[config.mk]
export PLATFORM = sky130hd
export DESIGN_NAME = ex_stage
export DESIGN_NICKNAME = d
export VERILOG_FILES = /design/src/hw/ex_pkg.sv /design/src/hw/ex_alu.sv /design/src/hw/ex_branch_unit.sv /design/src/hw/ex_result_stage.sv /design/src/hw/ex_stage.sv
export VERILOG_INCLUDE_DIRS = /design/src /design/src/hw
export SDC_FILE = /design/constraint.sdc
export NUM_CORES = 1
export LEC_CHECK = 0
export ABC_AREA = 1
export BUFFER_PORTS_ARGS = -buffer_cell sky130_fd_sc_hd__buf_4
export CORE_MARGIN = 5
export CORE_UTILIZATION = 38
export CTS_BUF_LIST = sky130_fd_sc_hd__clkbuf_16
export DETAILED_ROUTE_END_ITERATION = 10
export GPL_TIMING_DRIVEN = 0
export HOLD_SLACK_MARGIN = 0.03
export PLACE_DENSITY = 0.59
export SLEW_MARGIN = 20
export SYNTH_ARGS = -nofsm -noshare
export SYNTH_HDL_FRONTEND = slang
export SYNTH_SLANG_ARGS = --single-unit
[constraint.sdc]
create_clock -name clk -period 4.01 [get_ports clk]
set_input_delay 0.2005 -clock clk [delete_from_list [all_inputs] [get_ports clk]]
set_output_delay 0.2005 -clock clk [all_outputs]
set_load 0.005 [all_outputs]
[src/hw/ex_settings.svh]
`ifndef EX_SETTINGS_SVH
`define EX_SETTINGS_SVH

// Data and address width of the integer datapath
`define EX_XLEN 32

// Register file address width
`define EX_REG_ADDR_W 5

// Shift amount comes from the low bits of the second operand
`define EX_SHAMT_W 5

// Size of one instruction, used for the link address
`define EX_INSN_BYTES 32'd4

// Inactive values on reset and for suppressed results
`define EX_ZERO_WORD {`EX_XLEN{1'b0}}
`define EX_ZERO_ADDR {`EX_REG_ADDR_W{1'b0}}

`endif

[src/hw/ex_pkg.sv]
package ex_pkg;

	// Operation code delivered by decode
	typedef enum logic [5:0]
	{
		OP_NOP,
		OP_OR,
		OP_XOR,
		OP_AND,
		OP_SLL,
		OP_SRL,
		OP_SRA,
		OP_ADD,
		OP_SUB,
		OP_SLT,
		OP_SLTU,
		OP_AUIPC,
		OP_JAL,
		OP_JALR,
		OP_BEQ,
		OP_BNE,
		OP_BLT,
		OP_BGE,
		OP_BLTU,
		OP_BGEU,
		OP_LB,
		OP_LH,
		OP_LW,
		OP_LBU,
		OP_LHU,
		OP_SB,
		OP_SH,
		OP_SW
	} alu_op_e;

	// Source of the write-back word
	typedef enum logic [2:0]
	{
		SEL_NONE,
		SEL_LOGIC,
		SEL_SHIFT,
		SEL_ARITH,
		SEL_LINK,
		SEL_STORE
	} res_sel_e;

	// Operation handed over to the memory stage
	typedef enum logic [3:0]
	{
		MEM_NOP,
		MEM_LB,
		MEM_LH,
		MEM_LW,
		MEM_LBU,
		MEM_LHU,
		MEM_SB,
		MEM_SH,
		MEM_SW
	} mem_op_e;

endpackage

[src/hw/ex_alu.sv]
`include "ex_settings.svh"

module ex_alu
(
	input  ex_pkg::alu_op_e       alu_op_i,
	input  logic [`EX_XLEN-1:0]   rs1_data_i,
	input  logic [`EX_XLEN-1:0]   rs2_data_i,
	input  logic [`EX_XLEN-1:0]   pc_i,
	input  logic [`EX_XLEN-1:0]   offset_i,
	output logic [`EX_XLEN-1:0]   logic_res_o,
	output logic [`EX_XLEN-1:0]   shift_res_o,
	output logic [`EX_XLEN-1:0]   arith_res_o
);

	logic                      is_sub;
	logic [`EX_XLEN-1:0]       adder_b;
	logic [`EX_XLEN-1:0]       sum;
	logic                      lt_signed;
	logic                      lt_unsigned;
	logic [`EX_SHAMT_W-1:0]    shamt;

	// One adder serves ADD and SUB, two's complement of rs2 for SUB
	assign is_sub  = (alu_op_i == ex_pkg::OP_SUB);
	assign adder_b = is_sub ? ~rs2_data_i : rs2_data_i;
	assign sum     = rs1_data_i + adder_b + {{(`EX_XLEN-1){1'b0}}, is_sub};

	assign lt_signed   = ($signed(rs1_data_i) < $signed(rs2_data_i));
	assign lt_unsigned = (rs1_data_i < rs2_data_i);

	assign shamt = rs2_data_i[`EX_SHAMT_W-1:0];

	always_comb
	begin
		case (alu_op_i)
			ex_pkg::OP_OR:
				logic_res_o = rs1_data_i | rs2_data_i;
			ex_pkg::OP_XOR:
				logic_res_o = rs1_data_i ^ rs2_data_i;
			ex_pkg::OP_AND:
				logic_res_o = rs1_data_i & rs2_data_i;
			default:
				logic_res_o = `EX_ZERO_WORD;
		endcase
	end

	always_comb
	begin
		case (alu_op_i)
			ex_pkg::OP_SLL:
				shift_res_o = rs1_data_i << shamt;
			ex_pkg::OP_SRL:
				shift_res_o = rs1_data_i >> shamt;
			// Arithmetic shift keeps the sign of rs1
			ex_pkg::OP_SRA:
				shift_res_o = $signed(rs1_data_i) >>> shamt;
			default:
				shift_res_o = `EX_ZERO_WORD;
		endcase
	end

	always_comb
	begin
		case (alu_op_i)
			ex_pkg::OP_ADD, ex_pkg::OP_SUB:
				arith_res_o = sum;
			ex_pkg::OP_SLT:
				arith_res_o = {{(`EX_XLEN-1){1'b0}}, lt_signed};
			ex_pkg::OP_SLTU:
				arith_res_o = {{(`EX_XLEN-1){1'b0}}, lt_unsigned};
			ex_pkg::OP_AUIPC:
				arith_res_o = pc_i + offset_i;
			default:
				arith_res_o = `EX_ZERO_WORD;
		endcase
	end

endmodule

[src/hw/ex_branch_unit.sv]
`include "ex_settings.svh"

module ex_branch_unit
(
	input  ex_pkg::alu_op_e       alu_op_i,
	input  logic [`EX_XLEN-1:0]   pc_i,
	input  logic [`EX_XLEN-1:0]   rs1_data_i,
	input  logic [`EX_XLEN-1:0]   rs2_data_i,
	input  logic [`EX_XLEN-1:0]   offset_i,
	output logic [`EX_XLEN-1:0]   link_addr_o,
	output logic                  taken_o,
	output logic [`EX_XLEN-1:0]   target_o,
	output ex_pkg::mem_op_e       mem_op_o,
	output logic [`EX_XLEN-1:0]   mem_addr_o,
	output logic                  is_load_o
);

	logic                  use_signed;
	logic                  eq;
	logic                  lt;
	logic [`EX_XLEN-1:0]   pc_rel;
	logic [`EX_XLEN-1:0]   rs1_rel;

	// BLT and BGE compare signed, the unsigned variants do not
	assign use_signed = (alu_op_i == ex_pkg::OP_BLT) || (alu_op_i == ex_pkg::OP_BGE);
	assign eq = (rs1_data_i == rs2_data_i);
	assign lt = use_signed ? ($signed(rs1_data_i) < $signed(rs2_data_i))
	                       : (rs1_data_i < rs2_data_i);

	assign pc_rel  = pc_i + offset_i;
	// Shared by JALR and the load/store effective address
	assign rs1_rel = rs1_data_i + offset_i;

	assign mem_addr_o = rs1_rel;

	always_comb
	begin
		taken_o     = 1'b0;
		target_o    = `EX_ZERO_WORD;
		link_addr_o = `EX_ZERO_WORD;
		case (alu_op_i)
			// JAL was already redirected in decode, only the link is left
			ex_pkg::OP_JAL:
				link_addr_o = pc_i + `EX_INSN_BYTES;
			ex_pkg::OP_JALR:
			begin
				taken_o     = 1'b1;
				target_o    = {rs1_rel[`EX_XLEN-1:1], 1'b0};
				link_addr_o = pc_i + `EX_INSN_BYTES;
			end
			ex_pkg::OP_BEQ:
			begin
				taken_o  = eq;
				target_o = pc_rel;
			end
			ex_pkg::OP_BNE:
			begin
				taken_o  = ~eq;
				target_o = pc_rel;
			end
			ex_pkg::OP_BLT, ex_pkg::OP_BLTU:
			begin
				taken_o  = lt;
				target_o = pc_rel;
			end
			ex_pkg::OP_BGE, ex_pkg::OP_BGEU:
			begin
				taken_o  = ~lt;
				target_o = pc_rel;
			end
			default:
				taken_o = 1'b0;
		endcase
	end

	always_comb
	begin
		is_load_o = 1'b0;
		case (alu_op_i)
			ex_pkg::OP_LB:
			begin
				mem_op_o  = ex_pkg::MEM_LB;
				is_load_o = 1'b1;
			end
			ex_pkg::OP_LH:
			begin
				mem_op_o  = ex_pkg::MEM_LH;
				is_load_o = 1'b1;
			end
			ex_pkg::OP_LW:
			begin
				mem_op_o  = ex_pkg::MEM_LW;
				is_load_o = 1'b1;
			end
			ex_pkg::OP_LBU:
			begin
				mem_op_o  = ex_pkg::MEM_LBU;
				is_load_o = 1'b1;
			end
			ex_pkg::OP_LHU:
			begin
				mem_op_o  = ex_pkg::MEM_LHU;
				is_load_o = 1'b1;
			end
			ex_pkg::OP_SB:
				mem_op_o = ex_pkg::MEM_SB;
			ex_pkg::OP_SH:
				mem_op_o = ex_pkg::MEM_SH;
			ex_pkg::OP_SW:
				mem_op_o = ex_pkg::MEM_SW;
			default:
				mem_op_o = ex_pkg::MEM_NOP;
		endcase
	end

endmodule

[src/hw/ex_result_stage.sv]
`include "ex_settings.svh"

module ex_result_stage
(
	input  logic                        clk,
	input  logic                        rst,
	input  ex_pkg::res_sel_e            res_sel_i,
	input  logic                        wr_en_i,
	input  logic [`EX_REG_ADDR_W-1:0]   wr_addr_i,
	input  logic [`EX_XLEN-1:0]         logic_res_i,
	input  logic [`EX_XLEN-1:0]         shift_res_i,
	input  logic [`EX_XLEN-1:0]         arith_res_i,
	input  logic [`EX_XLEN-1:0]         link_addr_i,
	input  logic [`EX_XLEN-1:0]         store_data_i,
	input  logic                        taken_i,
	input  logic [`EX_XLEN-1:0]         target_i,
	input  ex_pkg::mem_op_e             mem_op_i,
	input  logic [`EX_XLEN-1:0]         mem_addr_i,
	input  logic                        is_load_i,
	output logic                        wr_en_o,
	output logic [`EX_REG_ADDR_W-1:0]   wr_addr_o,
	output logic [`EX_XLEN-1:0]         wr_data_o,
	output logic                        branch_taken_o,
	output logic [`EX_XLEN-1:0]         branch_target_o,
	output ex_pkg::mem_op_e             mem_op_o,
	output logic [`EX_XLEN-1:0]         mem_addr_o,
	output logic                        is_load_o
);

	logic                  to_x0;
	logic [`EX_XLEN-1:0]   sel_data;

	// x0 is hardwired to zero, so a write to it is dropped entirely
	assign to_x0 = wr_en_i && (wr_addr_i == `EX_ZERO_ADDR);

	always_comb
	begin
		case (res_sel_i)
			ex_pkg::SEL_LOGIC:
				sel_data = logic_res_i;
			ex_pkg::SEL_SHIFT:
				sel_data = shift_res_i;
			ex_pkg::SEL_ARITH:
				sel_data = arith_res_i;
			ex_pkg::SEL_LINK:
				sel_data = link_addr_i;
			// Store data rides on the write-back bus
			ex_pkg::SEL_STORE:
				sel_data = store_data_i;
			default:
				sel_data = `EX_ZERO_WORD;
		endcase
	end

	// EX/MEM pipeline register
	always_ff @(posedge clk)
	begin
		if (rst)
		begin
			wr_en_o         <= 1'b0;
			wr_addr_o       <= `EX_ZERO_ADDR;
			wr_data_o       <= `EX_ZERO_WORD;
			branch_taken_o  <= 1'b0;
			branch_target_o <= `EX_ZERO_WORD;
			mem_op_o        <= ex_pkg::MEM_NOP;
			mem_addr_o      <= `EX_ZERO_WORD;
			is_load_o       <= 1'b0;
		end
		else
		begin
			wr_en_o         <= to_x0 ? 1'b0 : wr_en_i;
			wr_addr_o       <= to_x0 ? `EX_ZERO_ADDR : wr_addr_i;
			wr_data_o       <= to_x0 ? `EX_ZERO_WORD : sel_data;
			branch_taken_o  <= taken_i;
			branch_target_o <= target_i;
			mem_op_o        <= mem_op_i;
			mem_addr_o      <= mem_addr_i;
			is_load_o       <= is_load_i;
		end
	end

endmodule

[src/hw/ex_stage.sv]
`include "ex_settings.svh"

module ex_stage
(
	input  logic                        clk,
	input  logic                        rst,
	input  logic [`EX_XLEN-1:0]         pc_i,
	input  ex_pkg::alu_op_e             alu_op_i,
	input  ex_pkg::res_sel_e            res_sel_i,
	input  logic [`EX_XLEN-1:0]         rs1_data_i,
	input  logic [`EX_XLEN-1:0]         rs2_data_i,
	input  logic [`EX_XLEN-1:0]         offset_i,
	input  logic                        wr_en_i,
	input  logic [`EX_REG_ADDR_W-1:0]   wr_addr_i,
	output logic                        wr_en_o,
	output logic [`EX_REG_ADDR_W-1:0]   wr_addr_o,
	output logic [`EX_XLEN-1:0]         wr_data_o,
	output logic                        branch_taken_o,
	output logic [`EX_XLEN-1:0]         branch_target_o,
	output ex_pkg::mem_op_e             mem_op_o,
	output logic [`EX_XLEN-1:0]         mem_addr_o,
	output logic                        is_load_o
);

	logic [`EX_XLEN-1:0]   logic_res;
	logic [`EX_XLEN-1:0]   shift_res;
	logic [`EX_XLEN-1:0]   arith_res;
	logic [`EX_XLEN-1:0]   link_addr;
	logic                  taken;
	logic [`EX_XLEN-1:0]   target;
	ex_pkg::mem_op_e       mem_op;
	logic [`EX_XLEN-1:0]   mem_addr;
	logic                  is_load;

	ex_alu u_alu
	(
		.alu_op_i    (alu_op_i),
		.rs1_data_i  (rs1_data_i),
		.rs2_data_i  (rs2_data_i),
		.pc_i        (pc_i),
		.offset_i    (offset_i),
		.logic_res_o (logic_res),
		.shift_res_o (shift_res),
		.arith_res_o (arith_res)
	);

	ex_branch_unit u_branch_unit
	(
		.alu_op_i    (alu_op_i),
		.pc_i        (pc_i),
		.rs1_data_i  (rs1_data_i),
		.rs2_data_i  (rs2_data_i),
		.offset_i    (offset_i),
		.link_addr_o (link_addr),
		.taken_o     (taken),
		.target_o    (target),
		.mem_op_o    (mem_op),
		.mem_addr_o  (mem_addr),
		.is_load_o   (is_load)
	);

	// rs2 doubles as the store data
	ex_result_stage u_result_stage
	(
		.clk             (clk),
		.rst             (rst),
		.res_sel_i       (res_sel_i),
		.wr_en_i         (wr_en_i),
		.wr_addr_i       (wr_addr_i),
		.logic_res_i     (logic_res),
		.shift_res_i     (shift_res),
		.arith_res_i     (arith_res),
		.link_addr_i     (link_addr),
		.store_data_i    (rs2_data_i),
		.taken_i         (taken),
		.target_i        (target),
		.mem_op_i        (mem_op),
		.mem_addr_i      (mem_addr),
		.is_load_i       (is_load),
		.wr_en_o         (wr_en_o),
		.wr_addr_o       (wr_addr_o),
		.wr_data_o       (wr_data_o),
		.branch_taken_o  (branch_taken_o),
		.branch_target_o (branch_target_o),
		.mem_op_o        (mem_op_o),
		.mem_addr_o      (mem_addr_o),
		.is_load_o       (is_load_o)
	);

endmodule

==> results.yml, run 1 <==
worst_setup_path:
  start_kind: "primary input"
  critPathRequiredTime_ps: 4190
  endpoint_kind: "flip-flop"
  arrival_ps: 4140
  crit_path_cell_trace: "buf_4 -> clkinv_1 -> clkbuf_1 -> clkbuf_1 -> xor2_1 -> ha_1 -> a21oi_1 -> o21ai_0 -> a21oi_1 -> nand2_1 -> nand2_1 -> nand2_1 -> xnor2_1 -> o22ai_1 -> nand2_1 -> a21oi_1"
  crit_path_frequent_cell: "nand2_1"
  setup.worst_path.class: "primary input to flip-flop"
  crit_buf_inv: 4
  max_stage_delay_ps: 640
  slowest_stage: "clkbuf_1"
  worst_setup_path_startpoint: "rs2_data_i[2]"
  crit_path_max_fanout: 11
  path_delay_family: "buffers and inverters"
clocking:
  path_clk_slew_ps: 80
  clk_path_buf_depth: 2
  cts_root_buffer: "clkbuf_16"
  cts_buffers: 9
  cts.sinks: 108
  cts_max_level: 3
  cts_tree: "done"
synth:
  synth_cell_type_count: 61
  syn-instance-count: 2835
  ys_ff_latch: 108
  synth_warnings: 0
  ys_seq_area_share_pct: 12.8
  synth_nets: 3179
  synth_ff_type: "dfxtp_1"
  synth_edf_count: 0
  async_reset_ff_share_pct: 0
  synth.area.top_cells: "nand2_1, ha_1, dfxtp_1"
  avgSynthCellArea_um2: 5.94
  synth.top_cell.area_share_pct: 16.5
  netlist_area_um2: 16800
  synth_area_leader_cell: "nand2_1"
cells_and_area:
  final_cell_mix: "nand2_1, inv_1, buf_4"
  multi_input_area_um2: 13100
  stdcell_count: 3696
  layout_commonest_cell: "nand2_1"
  drive_gt1_share_pct: 12.3
  syn2layout_area_growth_pct: 17.4
  num-fill-cells: 4796
  nets: 3440
  register_area_um2: 2160
routing:
  drtAntennaViolNets: 0
  wl_met1_um: 42500
  dr.first_iter.drc_count: 3382
  met3WireLength_um: 13400
  first_pass_iters: 7
  route.vias.total: 22712
  wl_um: 105000
  maxUsedRoutingLayer: "met5"
  route.met2.wl_um: 43600
  wl_per_cell_um: 28.4
  vias_per_cell: 6.15
  drc: 0
die:
  initial_utilization_pct: 38.2
  io_pins: 253
  core_um2: 44000
  die-area_um2: 48600
  die_w_um: 220
  rows: 77
  die_h_um: 220
placed_design:
  placedCellCount: 3677
  pre_cts_slack_ps: -633
  port_buffers: 250
  hpwl_um: 91100
  place.gp.congestion: 1.12
pwr:
  leakage_uw: 0.00963
  finalPower_uw: 4380
  irDropWorstVdd_mv: 0.258
  p_per_area_nw_per_um2: 222
grt:
  track_usage_pct: 41.2
  grt-ovfl-total: 0
  antenna_found_initial: 7
  grt_max_degree: 20
  grt_pass1_vias: 20779
  grt_pass1_wl_um: 145000
timing:
  tightest_slew_ps: 1320
  slew_violations: 0
  final_hold_viol_count: 0
  worst_slack_ps: 56.1
  finalSetupViolations: 0
  relSlewSlack_pct: 11.5
  layout_worst_path_cycle_share_pct: 98.6
  fin_crit_ps: 3950
  max_freq_ghz: 0.253
job:
  max-cap-violations: 0
status:
  status: "completed"
min_path:
  hp-start: "wr_addr_i[2]"
  holdCritPathClass: "primary input to flip-flop"
worst min-delay path: stages:
cell and delay, ps:
buf_4 110, inv_1 40, nor2_1 30
area by class of cell:
cell class	count	area share [%]
Multi-Input combinational cell	2315	66.2
Sequential cell	108	10.9
Timing Repair Buffer	251	9.54
Inverter	322	6.13
Tap cell	592	3.75
Buffer	89	2.01
Clock buffer	9	1.14
Clock inverter	7	0.310
Antenna cell	3	0.0380
logic make-up (layout without fill, tap and decap cells):
group                      Yosys count  count (layout)  synth area share (%)
other                                0               3                     0
muxes                               12              12                 0.714
and+or+nand+nor                   1371            1371                  35.5
xor gates and xnor gates            75              75                  3.90
adders and majority gates          199             199                  14.9
DFF                                108             108                  12.8
buffers and inverters              412             678                  9.55
AOI/OAI and AO/OA                  658             658                  22.6
routing by layer:
layer  GRT usage [%]  vias to the layer above
met5               0                        -
met4            17.6                        6
met3            10.6                      321
met2            62.2                     1640
met1            55.6                    10657
li1                -                    10088
power breakdown:
group / leakage (µW) / internal (µW) / switching, µW
registers: 0.000883 / 1130 / 16.4
clock network: 0.000143 / 433 / 461
logic: 0.00861 / 715 / 1620
total: 0.00963 / 2280 / 2100
flip-flops by register name, indices dropped and copies added, names as in the netlist:
name	flops
u_result_stage.wr_data_o	32
u_result_stage.branch_target_o	32
u_result_stage.mem_op_o	4
u_result_stage.is_load_o	1
u_result_stage.wr_addr_o	5
u_result_stage.branch_taken_o	1
u_result_stage.wr_en_o	1
u_result_stage.mem_addr_o	32
synthesized netlist by cell type (3+ instances only):
cell,instances
a21boi_0,4
a21o_1,12
a21oi_1,236
a21oi_2,4
a221oi_1,11
a22oi_1,14
a2bb2oi_1,5
a31oi_1,20
and3_1,4
buf_1,9
buf_2,32
clkbuf_1,46
clkinv_1,3
dfxtp_1,108
fa_1,3
ha_1,196
inv_1,304
inv_2,14
mux2i_1,12
nand2_1,738
nand2_2,5
nand3_1,216
nand3b_1,14
nand4_1,37
nor2_1,238
nor2_2,5
nor2_4,4
nor2_8,7
nor3_1,49
nor3_2,4
nor4_1,16
o2111ai_1,4
o211ai_1,31
o21a_1,20
o21ai_0,208
o21ai_1,17
o21bai_1,20
o221ai_1,14
o22ai_1,21
or2_2,29
xnor2_1,12
xor2_1,63
what timing repair did:
action	4_1_cts	5_1_grt
hold buffers	1	0
resized for setup	2	5
hold endpoints to repair	1	0
pin swaps	0	0
endpoints found under the setup margin	6	8
setup buffers	0	0
final timing paths:
path                                       end  cells after the start  slack (ps)
setup / recovery  u_result_stage.wr_data_o[13]                     16          60
hold / removal     u_result_stage.wr_addr_o[2]                      3          50
stage by stage:
stage                     cell area, µm²  utilization (%)  setup TNS [ps]  hold WS, ps
after floorplan                    16800                -               0          298
after global placement             19500             44.2           -7080          399
after detailed placement           19500             44.2           -7160          417
after CTS                          19800             44.9               0         38.3
after global routing               19800             44.9           -8.80         48.4
final                              19800             44.9               0         47.4
(Power assumes the default switching activity.)
==> run 2: changes to the inputs <==
- REMOVE_ABC_BUFFERS: unset -> 1
==> results.yml, run 2 (synthesis gave the netlist of run 1 again) <==
pwr:
  p_per_area_nw_per_um2: 216
  seqPwrFrac_pct: 27.2
  p_int_uw: 2280
  finalPower_uw: 4230
  netSwitchingPower_uw: 1950
  leakage_uw: 0.00952
  irDropWorstVdd_mv: 0.194
  swShare_pct: 46.1
  p_comb_share_pct: 50.6
  power_frac_clock_pct: 22.2
timing:
  slew_violations: 0
  finalSetupViolations: 0
  tightest_slew_ps: 1020
  layout_worst_path_cycle_share_pct: 96.2
  max_freq_ghz: 0.259
  grt_setup_unrepaired: "false"
  worst_slack_ps: 152
  fin_crit_ps: 3860
  relSlewSlack_pct: 31.4
  final_hold_viol_count: 0
min_path:
  holdCritPathClass: "primary input to flip-flop"
  holdPathEnd: "u_result_stage.wr_addr_o[2]"
  hp-start: "wr_addr_i[2]"
  hold_depth: 3
clocking:
  cts.sinks: 108
  cts_buffers: 9
  path_clk_slew_ps: 90
  cts_root_buffer: "clkbuf_16"
  cts_max_level: 3
  clk_path_buf_depth: 2
  cts_tree: "done"
routing:
  drc: 0
  first_pass_iters: 8
  vias_per_cell: 5.74
  route.vias.total: 20768
  drtAntennaViolNets: 0
  wl_per_cell_um: 24.1
  wl_um: 87100
  dr.first_iter.drc_count: 1930
worst_setup_path:
  setup.worst_path.class: "primary input to flip-flop"
  worst_setup_path_startpoint: "rs2_data_i[2]"
  start_kind: "primary input"
  crit_path_max_fanout: 58
  critPathRequiredTime_ps: 4300
  arrival_ps: 4150
  endpoint_kind: "flip-flop"
cells_and_area:
  nets: 3367
  syn2layout_area_growth_pct: 16.6
  layout_commonest_cell: "nand2_1"
  diodes: 0
  drive_gt1_share_pct: 12.2
  fin_util_pct: 44.6
  num-fill-cells: 4889
  stdcell_area_um2: 19600
  final_cell_mix: "nand2_1, inv_1, buf_4"
  top_regs: "u_result_stage.branch_target_o x32, u_result_stage.mem_addr_o x32, u_result_stage.wr_data_o x32"
grt:
  grt-ovfl-total: 0
  grt_pass1_wl_um: 125000
  grt_pass1_vias: 20147
  grt_max_degree: 87
  track_usage_pct: 34.4
  antenna_found_initial: 3
die:
  initial_utilization_pct: 38.2
  die-area_um2: 48600
  rows: 77
  die_w_um: 220
  core_um2: 44000
  die_h_um: 220
  io_pins: 253
placed_design:
  place_area_um2: 19300
  pre_cts_slack_ps: -277
  place.gp.congestion: 1.01
  hpwl_um: 74100
  port_buffers: 252
status:
  status: "completed"
job:
  max-cap-violations: 0
## run 2: cell types whose count changed in the layout (fill, tap and decap cells not counted), moves of 3 or more
cell | previous run | this run
buf_1 | 9 | 0
buf_12 | 0 | 3
buf_2 | 31 | 0
buf_6 | 2 | 5
clkbuf_1 | 44 | 0
diode_2 | 3 | 0
dlygate4sd3_1 | 1 | 5
inv_1 | 304 | 299
inv_2 | 14 | 17
nor2_1 | 237 | 231
nor2_2 | 6 | 9
nor2_4 | 4 | 7
## run 2: power groups by stage
| stage | registers (µW) | clock network, µW | logic, µW |
|---|---|---|---|
| final | 1150 | 942 | 2140 |
| after global placement | 1180 | 0 | 2070 |
| after floorplan | 1180 | 0 | 1190 |
| after global routing | 1160 | 994 | 2330 |
| after detailed placement | 1180 | 0 | 2080 |
| after CTS | 1150 | 965 | 2100 |
## run 2: what timing repair did
item	in CTS	in global routing
setup buffers	0	1
resized for setup	0	2
hold buffers	5	0
endpoints found under the setup margin	0	4
endpoints found under the hold margin	5	0
## run 2: critical path, cell delays in order
cell      delay (ps)
buf_4            520
clkinv_2         530
buf_12           330
xor2_1           200
ha_1             220
a21oi_1          290
nand2_1          170
a21boi_0         460
o21ai_0          360
or2_2            360
nand3_1           90
nand2_1           70
nand2_1           60
nand4_1          100
nand2_1           80
inv_1             50
## run 2: routing by layer
layer	vias to the layer above	global-route usage (%)	part of all wire, %
met1	9785	41.2	40
met4	6	19.0	6.3
met2	838	60.1	48
met3	197	3.90	6.3
li1	9942	-	-
met5	-	0	0.047
## run 2: final cells by class
cell class / count / area (µm²) / area share [%]
clock buffer: 9 / 225 / 1.15
inverter: 322 / 1220 / 6.21
timing repair buffer: 267 / 2090 / 10.7
sequential: 108 / 2160 / 11.0
multi-input combinational: 2315 / 13100 / 66.8
tap: 592 / 741 / 3.77
clock inverter: 7 / 78.8 / 0.401
## run 2: per-stage QoR
step	instances	setup TNS, ps	hold WS [ps]
floorplan	2745	0	270
global placement	3589	-36640	397
detailed placement	3598	-1070	396
CTS	3619	0	30.6
global route	3620	0	62.0
finish	3620	0	43.2
## run 2: how the worst max path moves through the flow
stage | slack, ps | to
3_3_place_gp | -1690 | u_result_stage.wr_data_o[14]
3_5_place_dp | -280 | u_result_stage.wr_data_o[14]
5_1_grt | 70 | u_result_stage.wr_data_o[24]
2_1_floorplan | 160 | u_result_stage.wr_data_o[22]
6_report | 150 | u_result_stage.wr_data_o[8]
4_1_cts | 120 | u_result_stage.wr_data_o[14]
